[config.mk]
export PLATFORM = sky130hd
export DESIGN_NAME = lockstep_top
export DESIGN_NICKNAME = d
export VERILOG_FILES = /design/src/logic/lockstep_pkg.sv /design/src/logic/lockstep_ctrl.sv /design/src/logic/lockstep_delay.sv /design/src/logic/acc_core.sv /design/src/logic/lockstep_cmp.sv /design/src/logic/lockstep_top.sv
export SDC_FILE = /design/constraint.sdc
export NUM_CORES = 1
export LEC_CHECK = 0
export ABC_CLOCK_PERIOD_IN_PS = 4200
export BUFFER_PORTS_ARGS = -buffer_cell sky130_fd_sc_hd__buf_2
export CAP_MARGIN = 25
export CORE_UTILIZATION = 45
export DETAILED_ROUTE_END_ITERATION = 8
export SYNTH_ARGS = -nofsm -noshare
export SYNTH_HDL_FRONTEND = slang
export SYNTH_SLANG_ARGS = --single-unit
[constraint.sdc]
create_clock -name clk_i -period 4.2 [get_ports clk_i]
set_clock_uncertainty 0.2 [all_clocks]
set_input_delay 0.42 -clock clk_i [delete_from_list [all_inputs] [get_ports clk_i]]
set_output_delay 0.42 -clock clk_i [all_outputs]
set_load 0.05 [all_outputs]
[src/logic/lockstep_pkg.sv]
package lockstep_pkg;

  ////////////////////////////////////////
  // Datapath widths
  ////////////////////////////////////////

  localparam int unsigned DATA_W = 16;

  typedef logic [DATA_W-1:0] data_t;

  // Accumulator operations
  typedef enum logic [1:0] {
    OP_CLEAR = 2'd0,
    OP_ADD   = 2'd1,
    OP_SUB   = 2'd2,
    OP_XOR   = 2'd3
  } op_e;

  ////////////////////////////////////////
  // Bundled command and response
  ////////////////////////////////////////

  // Valid, op and operand
  localparam int unsigned CMD_W = 1 + $bits(op_e) + DATA_W;
  typedef logic [CMD_W-1:0] cmd_t;

  // Valid and accumulator value
  localparam int unsigned RESP_W = 1 + DATA_W;
  typedef logic [RESP_W-1:0] resp_t;

endpackage

[src/logic/lockstep_ctrl.sv]
`timescale 1ns/1ps

module lockstep_ctrl #(
  parameter int unsigned LockstepOffset = 3
) (
  input  logic clk_i,
  input  logic rst_ni,
  output logic shadow_rst_no,
  output logic cmp_en_o
);

  localparam int unsigned CntW = $clog2(LockstepOffset);

  ////////////////////////////////////////
  // Shadow reset sequence
  ////////////////////////////////////////

  // The counter stops at LockstepOffset-1, the set flag follows one
  // cycle later and the compare enable one cycle after that

  logic [CntW-1:0] cnt_d;
  logic [CntW-1:0] cnt_q;
  logic            set_d;
  logic            set_q;
  logic            cmp_en_q;

  assign set_d = (cnt_q == CntW'(LockstepOffset - 1));
  assign cnt_d = set_d ? cnt_q : cnt_q + 1'b1;

  always_ff @(posedge clk_i or negedge rst_ni) begin
    if (!rst_ni) begin
      cnt_q    <= '0;
      set_q    <= 1'b0;
      cmp_en_q <= 1'b0;
    end else begin
      cnt_q    <= cnt_d;
      set_q    <= set_d;
      cmp_en_q <= set_q;
    end
  end

  // Asserted with rst_ni, released on a clock edge
  assign shadow_rst_no = set_q;
  assign cmp_en_o      = cmp_en_q;

endmodule

[src/logic/lockstep_delay.sv]
`timescale 1ns/1ps

module lockstep_delay #(
  parameter int unsigned Depth = 3,
  parameter int unsigned Width = 8
) (
  input  logic             clk_i,
  input  logic             rst_ni,
  input  logic [Width-1:0] data_i,
  output logic [Width-1:0] data_o
);

  // Stage 0 takes the input, the last stage drives the output
  logic [Depth-1:0][Width-1:0] stage_q;

  always_ff @(posedge clk_i or negedge rst_ni) begin
    if (!rst_ni) begin
      stage_q <= '0;
    end else begin
      stage_q[0] <= data_i;
      for (int unsigned i = 1; i < Depth; i++) begin
        stage_q[i] <= stage_q[i-1];
      end
    end
  end

  assign data_o = stage_q[Depth-1];

endmodule

[src/logic/acc_core.sv]
`timescale 1ns/1ps

module acc_core import lockstep_pkg::*; (
  input  logic  clk_i,
  input  logic  rst_ni,
  input  logic  in_valid_i,
  input  op_e   in_op_i,
  input  data_t in_data_i,
  output logic  out_valid_o,
  output data_t acc_o,
  output logic  ovf_o
);

  data_t acc_d;
  data_t acc_q;
  data_t sum;
  data_t diff;
  logic  add_ovf;
  logic  sub_ovf;
  logic  ovf_d;
  logic  ovf_q;
  logic  valid_q;

  ////////////////////////////////////////
  // Arithmetic
  ////////////////////////////////////////

  // Both wrap modulo 2^DATA_W
  assign sum  = acc_q + in_data_i;
  assign diff = acc_q - in_data_i;

  // Signed overflow when the sign of the result cannot be right
  assign add_ovf = (acc_q[DATA_W-1] == in_data_i[DATA_W-1]) &&
                   (sum[DATA_W-1] != acc_q[DATA_W-1]);
  assign sub_ovf = (acc_q[DATA_W-1] != in_data_i[DATA_W-1]) &&
                   (diff[DATA_W-1] != acc_q[DATA_W-1]);

  always_comb begin
    acc_d = acc_q;
    ovf_d = 1'b0;
    if (in_valid_i) begin
      case (in_op_i)
        OP_CLEAR: begin
          acc_d = '0;
        end
        OP_ADD: begin
          acc_d = sum;
          ovf_d = add_ovf;
        end
        OP_SUB: begin
          acc_d = diff;
          ovf_d = sub_ovf;
        end
        OP_XOR: begin
          acc_d = acc_q ^ in_data_i;
        end
        default: begin
          acc_d = acc_q;
        end
      endcase
    end
  end

  ////////////////////////////////////////
  // State and response
  ////////////////////////////////////////

  always_ff @(posedge clk_i or negedge rst_ni) begin
    if (!rst_ni) begin
      acc_q   <= '0;
      valid_q <= 1'b0;
      ovf_q   <= 1'b0;
    end else begin
      acc_q   <= acc_d;
      valid_q <= in_valid_i;
      ovf_q   <= ovf_d;
    end
  end

  // Value holds between strobes, valid and overflow pulse for one cycle
  assign out_valid_o = valid_q;
  assign acc_o       = acc_q;
  assign ovf_o       = ovf_q;

endmodule

[src/logic/lockstep_cmp.sv]
`timescale 1ns/1ps

module lockstep_cmp import lockstep_pkg::*; (
  input  logic  clk_i,
  input  logic  rst_ni,
  input  logic  cmp_en_i,
  input  resp_t shadow_resp_i,
  input  logic  shadow_ovf_i,
  input  resp_t main_resp_i,
  output logic  alert_major_o,
  output logic  alert_minor_o
);

  resp_t shadow_resp_q;
  logic  shadow_ovf_q;
  logic  resp_mismatch;

  // Shadow outputs take one extra cycle, hence the LockstepOffset+1 on the main side
  always_ff @(posedge clk_i or negedge rst_ni) begin
    if (!rst_ni) begin
      shadow_resp_q <= '0;
      shadow_ovf_q  <= 1'b0;
    end else begin
      shadow_resp_q <= shadow_resp_i;
      shadow_ovf_q  <= shadow_ovf_i;
    end
  end

  ////////////////////////////////////////
  // Alerts
  ////////////////////////////////////////

  assign resp_mismatch = (shadow_resp_q != main_resp_i);

  // Major on any difference once the shadow is aligned
  assign alert_major_o = cmp_en_i & resp_mismatch;

  // Minor is the shadow's own overflow
  assign alert_minor_o = shadow_ovf_q;

endmodule

[src/logic/lockstep_top.sv]
`timescale 1ns/1ps

module lockstep_top import lockstep_pkg::*; #(
  parameter int unsigned LockstepOffset = 3
) (
  input  logic  clk_i,
  input  logic  rst_ni,

  // Command strobe, seen by the main core in the same cycle
  input  logic  in_valid_i,
  input  op_e   in_op_i,
  input  data_t in_data_i,

  // Main core response
  input  logic  core_valid_i,
  input  data_t core_acc_i,

  output logic  alert_major_o,
  output logic  alert_minor_o
);

  // Main outputs wait one more cycle for the shadow output register
  localparam int unsigned OutputsOffset = LockstepOffset + 1;

  ////////////////////////////////////////
  // Shadow reset and compare enable
  ////////////////////////////////////////

  logic shadow_rst_n;
  logic cmp_en;

  lockstep_ctrl #(
    .LockstepOffset(LockstepOffset)
  ) u_ctrl (
    .clk_i        (clk_i),
    .rst_ni       (rst_ni),
    .shadow_rst_no(shadow_rst_n),
    .cmp_en_o     (cmp_en)
  );

  ////////////////////////////////////////
  // Command delay
  ////////////////////////////////////////

  cmd_t  cmd_in;
  cmd_t  cmd_dly;
  logic  shadow_valid;
  op_e   shadow_op;
  data_t shadow_data;

  assign cmd_in = {in_valid_i, in_op_i, in_data_i};

  lockstep_delay #(
    .Depth(LockstepOffset),
    .Width(CMD_W)
  ) u_cmd_delay (
    .clk_i (clk_i),
    .rst_ni(rst_ni),
    .data_i(cmd_in),
    .data_o(cmd_dly)
  );

  assign shadow_valid = cmd_dly[CMD_W-1];
  assign shadow_op    = op_e'(cmd_dly[CMD_W-2 -: $bits(op_e)]);
  assign shadow_data  = cmd_dly[DATA_W-1:0];

  ////////////////////////////////////////
  // Response delay
  ////////////////////////////////////////

  resp_t main_resp;
  resp_t main_resp_dly;

  assign main_resp = {core_valid_i, core_acc_i};

  lockstep_delay #(
    .Depth(OutputsOffset),
    .Width(RESP_W)
  ) u_resp_delay (
    .clk_i (clk_i),
    .rst_ni(rst_ni),
    .data_i(main_resp),
    .data_o(main_resp_dly)
  );

  ////////////////////////////////////////
  // Shadow core
  ////////////////////////////////////////

  logic  shadow_out_valid;
  data_t shadow_acc;
  logic  shadow_ovf;
  resp_t shadow_resp;

  acc_core u_shadow (
    .clk_i      (clk_i),
    .rst_ni     (shadow_rst_n),
    .in_valid_i (shadow_valid),
    .in_op_i    (shadow_op),
    .in_data_i  (shadow_data),
    .out_valid_o(shadow_out_valid),
    .acc_o      (shadow_acc),
    .ovf_o      (shadow_ovf)
  );

  assign shadow_resp = {shadow_out_valid, shadow_acc};

  ////////////////////////////////////////
  // Comparison
  ////////////////////////////////////////

  lockstep_cmp u_cmp (
    .clk_i        (clk_i),
    .rst_ni       (rst_ni),
    .cmp_en_i     (cmp_en),
    .shadow_resp_i(shadow_resp),
    .shadow_ovf_i (shadow_ovf),
    .main_resp_i  (main_resp_dly),
    .alert_major_o(alert_major_o),
    .alert_minor_o(alert_minor_o)
  );

endmodule

## Yosys cells after proc, flatten, opt, wreduce, memory -nomap -nowiden

Cells that the tools add are included.

| storage, ports and cells | value |
|---|---|
| bits of input ports | 38 |
| flip-flop bits (word level) | 165 |
| logic and storage cells | 35 |
| output and inout port bits | 2 |

| operators by class | value |
|---|---|
| reduce and logical (&&, ||, !) cells | 3 |
| equality and inequality tests | 9 |
| $add $sub $neg | 3 |
| mux-type cells | 3 |
| bitwise logic cells | 2 |

Operators with widths:

| kind | count |
|---|---|
| $pmux 16 s4 | 1 |
| $ne 17x17->1 | 1 |
| $add 16x16->16 | 1 |
| $sub 16x16->16 | 1 |
| $xor 16x16->16 | 1 |
| $eq 2x2->1 const B | 3 |
| $ne 1x1->1 | 3 |
| $add 2x1->2 const B | 1 |
| $eq 2x1->1 const B | 1 |
| $logic_and 1x1->1 | 2 |
| $logic_not 2->1 | 1 |
| $pmux 1 s2 | 1 |
| $and 1x1->1 | 1 |
| $eq 1x1->1 | 1 |
| $mux 1 | 1 |

## Longest topological paths before layout

Gate-level depths: netlist of run 1.

| logic depth | value |
|---|---|
| depth in word-level cells | 5 |
| gate-level depth with buffers | 10 |
| mapped depth without buffers | 10 |

## Hierarchy

A second synthesis of run 1 with hierarchy kept.

| second synthesis, totals | value |
|---|---|
| cells, all modules | 548 |
| area, all modules | 6761.5 µm² |

Modules (own cells, without submodules):

| module | area an instance (µm²) | cells each | times used |
|---|---|---|---|
| acc_core | 2577.5 | 336 | 1 |
| lockstep_delay at u_resp_delay | 1829.3 | 85 | 1 |
| lockstep_delay at u_cmd_delay | 1569.0 | 76 | 1 |
| lockstep_cmp | 639.4 | 41 | 1 |
| lockstep_ctrl | 146.4 | 10 | 1 |

## Worst setup path before layout of run 1

No wires, ideal clock.

| timing path | value |
|---|---|
| path kind | flip-flop to flip-flop |
| from | register u_shadow.acc_q[10], in the netlist u_shadow.acc_o[10] |
| to | register u_shadow.acc_q[13], in the netlist u_shadow.acc_o[13] |
| path buffers | 1 |
| cell stages (with the launch flop) | 10 |
| setup slack | 1.579 ns |
| period minus slack after synthesis | 2.621 ns |
| setup time | 0.126 ns |
| data arrival time | 2.295 ns |
| cell sequence | dfrtp_1 -> ha_1 -> clkbuf_1 -> nor4_1 -> inv_1 -> a211oi_1 -> nor2_1 -> o21bai_1 -> mux2_2 -> a311o_1 |

| on the way | value |
|---|---|
| cells in the longest elaborated chain, start to end | 2 |

Ends and longest elaborated chain:

| element | RTL line | text |
|---|---|---|
| from (decl) | acc_core.sv:15 | `data_t acc_q;` |
| from (signal assigned) | acc_core.sv:70 | `acc_q <= '0;` |
| from (signal assigned) | acc_core.sv:74 | `acc_q <= acc_d;` |
| $sub 16x16->16 / $add 16x16->16 (equally long branches) | acc_core.sv:30, acc_core.sv:29 |  |
| $pmux 16 s4 * | acc_core.sv:42 | `case (in_op_i)` |

Mark *: on every way between the ends. The rest lies on a longest branch, timed or not.
A chain may end at the register's enable or synchronous reset.

## Worst setup path in the final report of run 1

| timing path | value |
|---|---|
| from | register u_shadow.acc_q[8], in the netlist u_shadow.acc_o[8] |
| to | register u_shadow.acc_q[15], in the netlist u_shadow.acc_o[15] |

Same word-level chain as after synthesis.

==> impl_metrics.csv, run 1 <==
group,metric,value,unit
run_status,outcome,"completed",
timing,fin_crit,3.10,ns
clock_network,cts.clk_slew.worst_paths,0.07,ns
critical_path,critical_path_required,4.29,ns
timing,finalHoldViolCount,0,
synthesis,synthDistinctLibCells,63,
timing,worst_slew_pin_slew,0.922,ns
synthesis,yosys_warnings,0,
synthesis,yosysSeqAreaShare,64.0,%
synthesis,async_reset_ff_share,100,%
global_routing,grt_busiest_layer,"met2",
clock_network,cts_buffers,17,
power,switchingPower,1.26,mW
global_routing,grt_pass1_vias,4103,
global_routing,met2_usage,31.6,%
route,wl,13.3,mm
global_routing,grt_max_degree,96,
critical_path,crit_chain,"ha_1 > a21oi_1 > o21ai_0 > a221o_1 > a31oi_1 > xor2_1 > a222oi_1 > a21oi_1",
power,power.total,4.19,mW
die,dieArea,14800,µm²
critical_path,crit_type,"reg -> reg",
synthesis,synth.top_cell.area_share,64.0,%
route,drc_errors,0,
placement,pre_cts_ws,1.21,ns
route,drt_iter0_drc,341,
route,wl_per_cell,17.0,µm
placement,place_congestion,0.831,
placement,io_buffers,39,
critical_path,crit_path_top_delay_cell,"ha_1",
die,fp.dieH,122,µm
synthesis,synth_area_leader_cell,"dfrtp_1",
timing,final-max-slew-violation-count,0,
timing,finalSetupViolCount,0,
critical_path,cp_common_cell,"a21oi_1",
layout,antenna_cells,0,
die,row_count,43,
synthesis,synthTopCellsByArea,"dfrtp_1, ha_1, inv_1, a21oi_1, xor2_1",
global_routing,antenna_found_initial,0,
die,design.core.area,13900,µm²
die,io_pins,40,
route,viasPerCell,5.22,
power,ir_drop,0.338,mV
route,first_pass_iters,5,
critical_path,setup.worst_path.end_class,"register",
flow_run,maxCapViolations,0,
clock_network,h-tree-depth,4,
die,die_w,122,µm
power,power.leakage,3.57,nW
die,start_util,46.3,%
synthesis,synth-edff-count,0,
layout,final_core_util,56.2,%
timing,slew_headroom,38.3,%
clock_network,root_buffer,"clkbuf_16",
timing,fin_tns_setup,0,ns
global_routing,globalRoute.totalOverflow,0,
synthesis,synthTopCellsByCount,"dfrtp_1, inv_1, ha_1",
global_routing,grt_pass1_wl,21.9,mm
route,drtAntennaViolNets,0,
power,power.internal,2.93,mW
timing,fin_crit_sh,73.8,%
power,switching_share,30.1,%
layout,drive_gt1_share,14.7,%
worst_hold_path,hp-class,"reg -> async",
synthesis,syn_inst,507,
synthesis,ys_ff_latch,165,
layout,layout.nets,667,
global_routing,grt_use_met3,4.35,%
power,powerDensity,535,nW/µm²
critical_path,critPathMaxFanout,13,
clock_network,clock-sinks,165,
timing,max_freq,0.323,GHz
clock_network,clockBufferDepth,2,
synthesis,syn_avg_cell_area,12.7,µm²
layout,area_growth,21.3,%
clock_network,cts_tree,"done",
power,clkPwrFrac,36.1,%
timing,rsz0062_at_grt,"false",
critical_path,critical_path.max_stage_delay,0.47,ns
power,pwr-share-comb,20.3,%
placement,place.detailed.hpwl,8.74,mm
global_routing,grtUsageMet1,28.0,%
global_routing,track_usage,20.2,%
synthesis,syn_area,6450,µm²
critical_path,critPathLaunchType,"register",
clock_network,worst_skew_pair.late_latency,0.42,ns
route,vias,4097,
synthesis,syn_nets,582,
critical_path,cp.arrival,3.19,ns
power,p_seq_share,43.6,%
timing,fin_ws,1.10,ns
synthesis,synth.most_common_cell,"dfrtp_1",
synthesis,synth_ff_type,"dfrtp_1",
-- through the flow --
step	instance area [µm²]	hold slack, ns	cells
after CTS	7830	0.0545	785
after global routing	7830	0.0757	785
final	7830	0.0236	785
after global placement	6860	0.132	715
after detailed placement	6870	0.0524	716
after floorplan	6450	-0.0756	507
-- logic make-up after synthesis --
kind of cell,after synthesis,share of synthesized area (%)
and+or+nand+nor,95,7.42
muxes,6,1.05
DFF,165,64.0
buffers and inverters,61,3.59
xor gates and xnor gates,27,3.66
adders and majority gates,37,7.40
AOI/OAI and AO/OA,116,12.9
-- worst max-delay path, delay by kind of cell (launching register included) --
family,cells,cell delay [ns]
AO/OA/AOI/OAI,6,1.72
adder cells (fa/ha/maj),1,0.47
flip-flops,1,0.42
XOR/XNOR,1,0.15
-- layout by cell type, fill, tap and decap left out, types with 4 or more instances in the layout --
cell type      count
dfrtp_1          165
inv_1             44
buf_2             38
dlygate4sd3_1     37
ha_1              35
nor2_1            29
a21oi_1           28
o21ai_0           18
clkbuf_16         17
xor2_1            16
nand2_1           14
xnor2_1           11
nor3_1            11
nor2b_1            9
nor4_1             7
nand3_1            6
a31oi_1            6
nand2b_1           6
a211oi_1           6
o2bb2ai_1          6
o21bai_1           5
buf_4              5
inv_6              4
-- final timing paths --
kind	startpoint	end	slack [ns]	depth (start not counted)
setup / recovery	u_shadow.acc_o[8]$_DFFE_PN0P_	u_shadow.acc_o[15]$_DFFE_PN0P_	1.10	8
hold / removal	u_ctrl.shadow_rst_no$_DFF_PN0_	u_shadow.acc_o[5]$_DFFE_PN0P_	0.02	0
setup reg to reg	u_shadow.acc_o[8]$_DFFE_PN0P_	u_shadow.acc_o[15]$_DFFE_PN0P_	1.10	8
hold reg to reg	u_ctrl.shadow_rst_no$_DFF_PN0_	u_shadow.acc_o[5]$_DFFE_PN0P_	0.02	0
max in group asynchronous	rst_ni	u_cmp.shadow_resp_q[1]$_DFF_PN0_	2.51	3
min in group clk_i	u_cmd_delay.stage_q[4]$_DFF_PN0_	u_cmd_delay.stage_q[23]$_DFF_PN0_	0.14	0
-- repair_timing --
action	in CTS	in global routing
hold buffers	37	0
gates resized for setup	0	0
buffers inserted	0	0
hold endpoints to repair	129	0
-- routing by layer --
| metal | vias to the layer above | wire, µm |
|---|---|---|
| li1 | 1926 | - |
| met1 | 2057 | 6230 |
| met2 | 104 | 6340 |
| met3 | 10 | 620 |
| met4 | 0 | 138 |
| met5 | - | 0 |
-- layout make-up --
cell class                 instances  area, µm²
clock buffer                      17        425
clock inverter                    15        165
fill                            1129       6100
inverter                          45        169
multi-input combinational        281       2090
sequential                       165       4130
tap                              180        225
timing repair buffer              82        624
-- flip-flops by register name (all words and copies together), names as in the netlist, 2 cells and up --
| name | cells |
|---|---|
| u_resp_delay.data_o | 17 |
| u_cmd_delay.data_o | 19 |
| u_ctrl.cnt_q | 2 |
| u_cmd_delay.stage_q | 38 |
| u_shadow.acc_o | 16 |
| u_resp_delay.stage_q | 51 |
| u_cmp.shadow_resp_q | 17 |
-- power by group through the flow --
stage | logic, mW | clock network, mW | registers (mW)
floorplan | 0.604 | 0 | 1.82
global placement | 0.806 | 0 | 1.85
detailed placement | 0.811 | 0 | 1.85
CTS | 0.845 | 1.55 | 1.83
global route | 0.947 | 1.62 | 1.84
finish | 0.849 | 1.51 | 1.83
Power figures use the tool's default switching activity.
==> run 2, diff against run 1 <==
- ABC_CLOCK_PERIOD_IN_PS: 4200 -> 2810
- clock period: 4.2 -> 2.81 ns (I/O delays scaled with it)
==> run 2 against run 1 <==
Against the previous run:
- sequential cell count is the same
- critical path type unchanged
- setup slack got worse by 1.0 ns
- power rose by 60%
- global-route usage is 0.81 points higher
- count of clock-buffer cells in the layout up 1
- combinational power increased by 83%
- highest routed layer unchanged
- routed wire length up 5.4%
- register-to-register slack worse by 1.0 ns
- core utilization increased by 3.1 points
- die area unchanged
- via count up 4.8%
==> impl_metrics.csv, run 2 (synthesized netlist as in run 1, its figures left out) <==
group,metric,value,unit
run_status,outcome,"completed",
placement,dp.cells,753,
layout,layout_common_cells,"dfrtp_1, buf_4, inv_1",
critical_path,setup.worst_path.end_class,"register",
clock_network,cts_buffers,17,
timing,finalSetupViolCount,0,
power,power.leakage,3.79,nW
placement,pre_cts_ws,-0.0172,ns
layout,multi_input_area,2180,µm²
global_routing,track_usage,21.0,%
clock_network,root_buffer,"clkbuf_16",
placement,place_congestion,0.886,
layout,fill_cells,1107,
timing,slew_headroom,55.9,%
power,pwr-share-comb,23.1,%
route,vias,4293,
worst_hold_path,hp-class,"reg -> async",
die,die_w,122,µm
layout,largest_reg_flops,51,
layout,drive_gt1_share,22.9,%
timing,finalHoldViolCount,0,
route,drt_iter0_drc,213,
power,power.total,6.69,mW
layout,final_core_util,59.3,%
route,first_pass_iters,5,
die,row_count,43,
timing,fin_ws,0.105,ns
route,wl,14.1,mm
critical_path,critical_path_required,2.92,ns
critical_path,crit_type,"reg -> reg",
die,start_util,46.3,%
timing,fin_tns_setup,0,ns
timing,fin_crit_sh,96.3,%
die,fp.dieH,122,µm
clock_network,worst_skew_pair.late_latency,0.42,ns
clock_network,cts_tree,"done",
layout,antenna_cells,0,
route,drc_errors,0,
layout,layout.nets,707,
critical_path,rr_worst_depth,8,
layout,final_common_cell,"dfrtp_1",
timing,max_freq,0.370,GHz
power,switchingPower,1.95,mW
timing,fin_crit,2.71,ns
global_routing,grt_pass1_wl,22.7,mm
power,switching_share,29.2,%
route,drtAntennaViolNets,0,
timing,final-max-slew-violation-count,0,
critical_path,critPathLaunchType,"register",
clock_network,cts.clk_slew.worst_paths,0.07,ns
power,powerDensity,809,nW/µm²
clock_network,h-tree-depth,4,
global_routing,antenna_found_initial,0,
die,io_pins,40,
die,design.core.area,13900,µm²
power,ir_drop,0.552,mV
power,clkPwrFrac,36.1,%
layout,finalNonFillerCells,825,
layout,area_growth,28.1,%
critical_path,r2r_end,"u_shadow.acc_o[13]$_DFFE_PN0P_",
placement,io_buffers,39,
timing,worst_slew_pin_slew,0.661,ns
die,dieArea,14800,µm²
route,wl_per_cell,17.0,µm
flow_run,maxCapViolations,0,
global_routing,globalRoute.totalOverflow,0,
power,p_seq_share,40.8,%
critical_path,critPathMaxFanout,5,
layout,top_register,"u_resp_delay.stage_q",
route,viasPerCell,5.20,
clock_network,clockBufferDepth,2,
critical_path,cp.arrival,2.81,ns
placement,place.detailed.hpwl,9.49,mm
clock_network,clock-sinks,165,
global_routing,grt_pass1_vias,4471,
layout,seq_area,4130,µm²
power,power.internal,4.74,mW
critical_path,rrSetupSlack,0.10,ns
critical_path,reg2reg_from,"u_shadow.acc_o[1]$_DFFE_PN0P_",
global_routing,grt_max_degree,63,
-- run 2: cell type report --
class	instances	share of cell area (%)
clock buffers	18	5.31
inverters	45	2.04
multi-input cells	281	26.4
well taps	180	2.72
clock inverters	14	2.30
flip-flops and latches	165	50.0
repair buffers	122	11.2
-- run 2: how the worst max path moves through the flow --
stage	from	end	slack, ns	cells past startpoint
2_1_floorplan	u_shadow.acc_o[10]$_DFFE_PN0P_	u_shadow.acc_o[13]$_DFFE_PN0P_	0.19	9
5_1_grt	u_shadow.acc_o[4]$_DFFE_PN0P_	u_shadow.acc_o[13]$_DFFE_PN0P_	-0.002	8
3_3_place_gp	u_cmd_delay.data_o[1]$_DFF_PN0_	u_shadow.acc_o[13]$_DFFE_PN0P_	0.03	9
3_5_place_dp	u_cmd_delay.data_o[1]$_DFF_PN0_	u_shadow.acc_o[13]$_DFFE_PN0P_	-0.02	9
4_1_cts	u_shadow.acc_o[0]$_DFFE_PN0P_	u_shadow.acc_o[10]$_DFFE_PN0P_	0.004	11
6_report	u_shadow.acc_o[1]$_DFFE_PN0P_	u_shadow.acc_o[13]$_DFFE_PN0P_	0.10	8
-- run 2: routing by layer --
| metal | vias up | share of wire (%) | global-route usage (%) |
|---|---|---|---|
| li1 | 2008 | - | - |
| met1 | 2182 | 46 | 28.0 |
| met2 | 87 | 48 | 33.8 |
| met3 | 16 | 4.3 | 4.68 |
| met4 | 0 | 1.5 | 7.48 |
| met5 | - | 0 | 0 |
-- run 2: what timing repair did --
item,in CTS,in global routing
cloned,0,0
endpoints found under the setup margin,1,7
endpoints found under the hold margin,89,0
hold buffers,37,0
buffers inserted,0,3
resized for setup,1,22
pin swaps,0,5
-- run 2: critical path, stage by stage (launching register included) --
cell,delay (ns)
dfrtp_2,0.45
ha_1,0.32
nor2b_1,0.16
o31a_1,0.30
o22a_4,0.27
a31oi_4,0.20
o21ai_2,0.09
mux2_4,0.30
a311o_1,0.31
-- run 2: power groups by stage --
stage	logic (mW)	registers, mW	clock network (mW)
after CTS	1.46	2.73	2.48
final	1.55	2.73	2.42
after global routing	1.69	2.75	2.59
after global placement	1.40	2.76	0
after detailed placement	1.41	2.76	0
after floorplan	0.902	2.72	0
-- run 2: metrics by stage --
step / hold slack [ns] / cell area, µm²
global route: 0.0913 / 8270
finish: 0.0508 / 8270
floorplan: -0.215 / 6450
global placement: 0.0424 / 7150
CTS: 0.0921 / 8160
detailed placement: 0.0390 / 7150
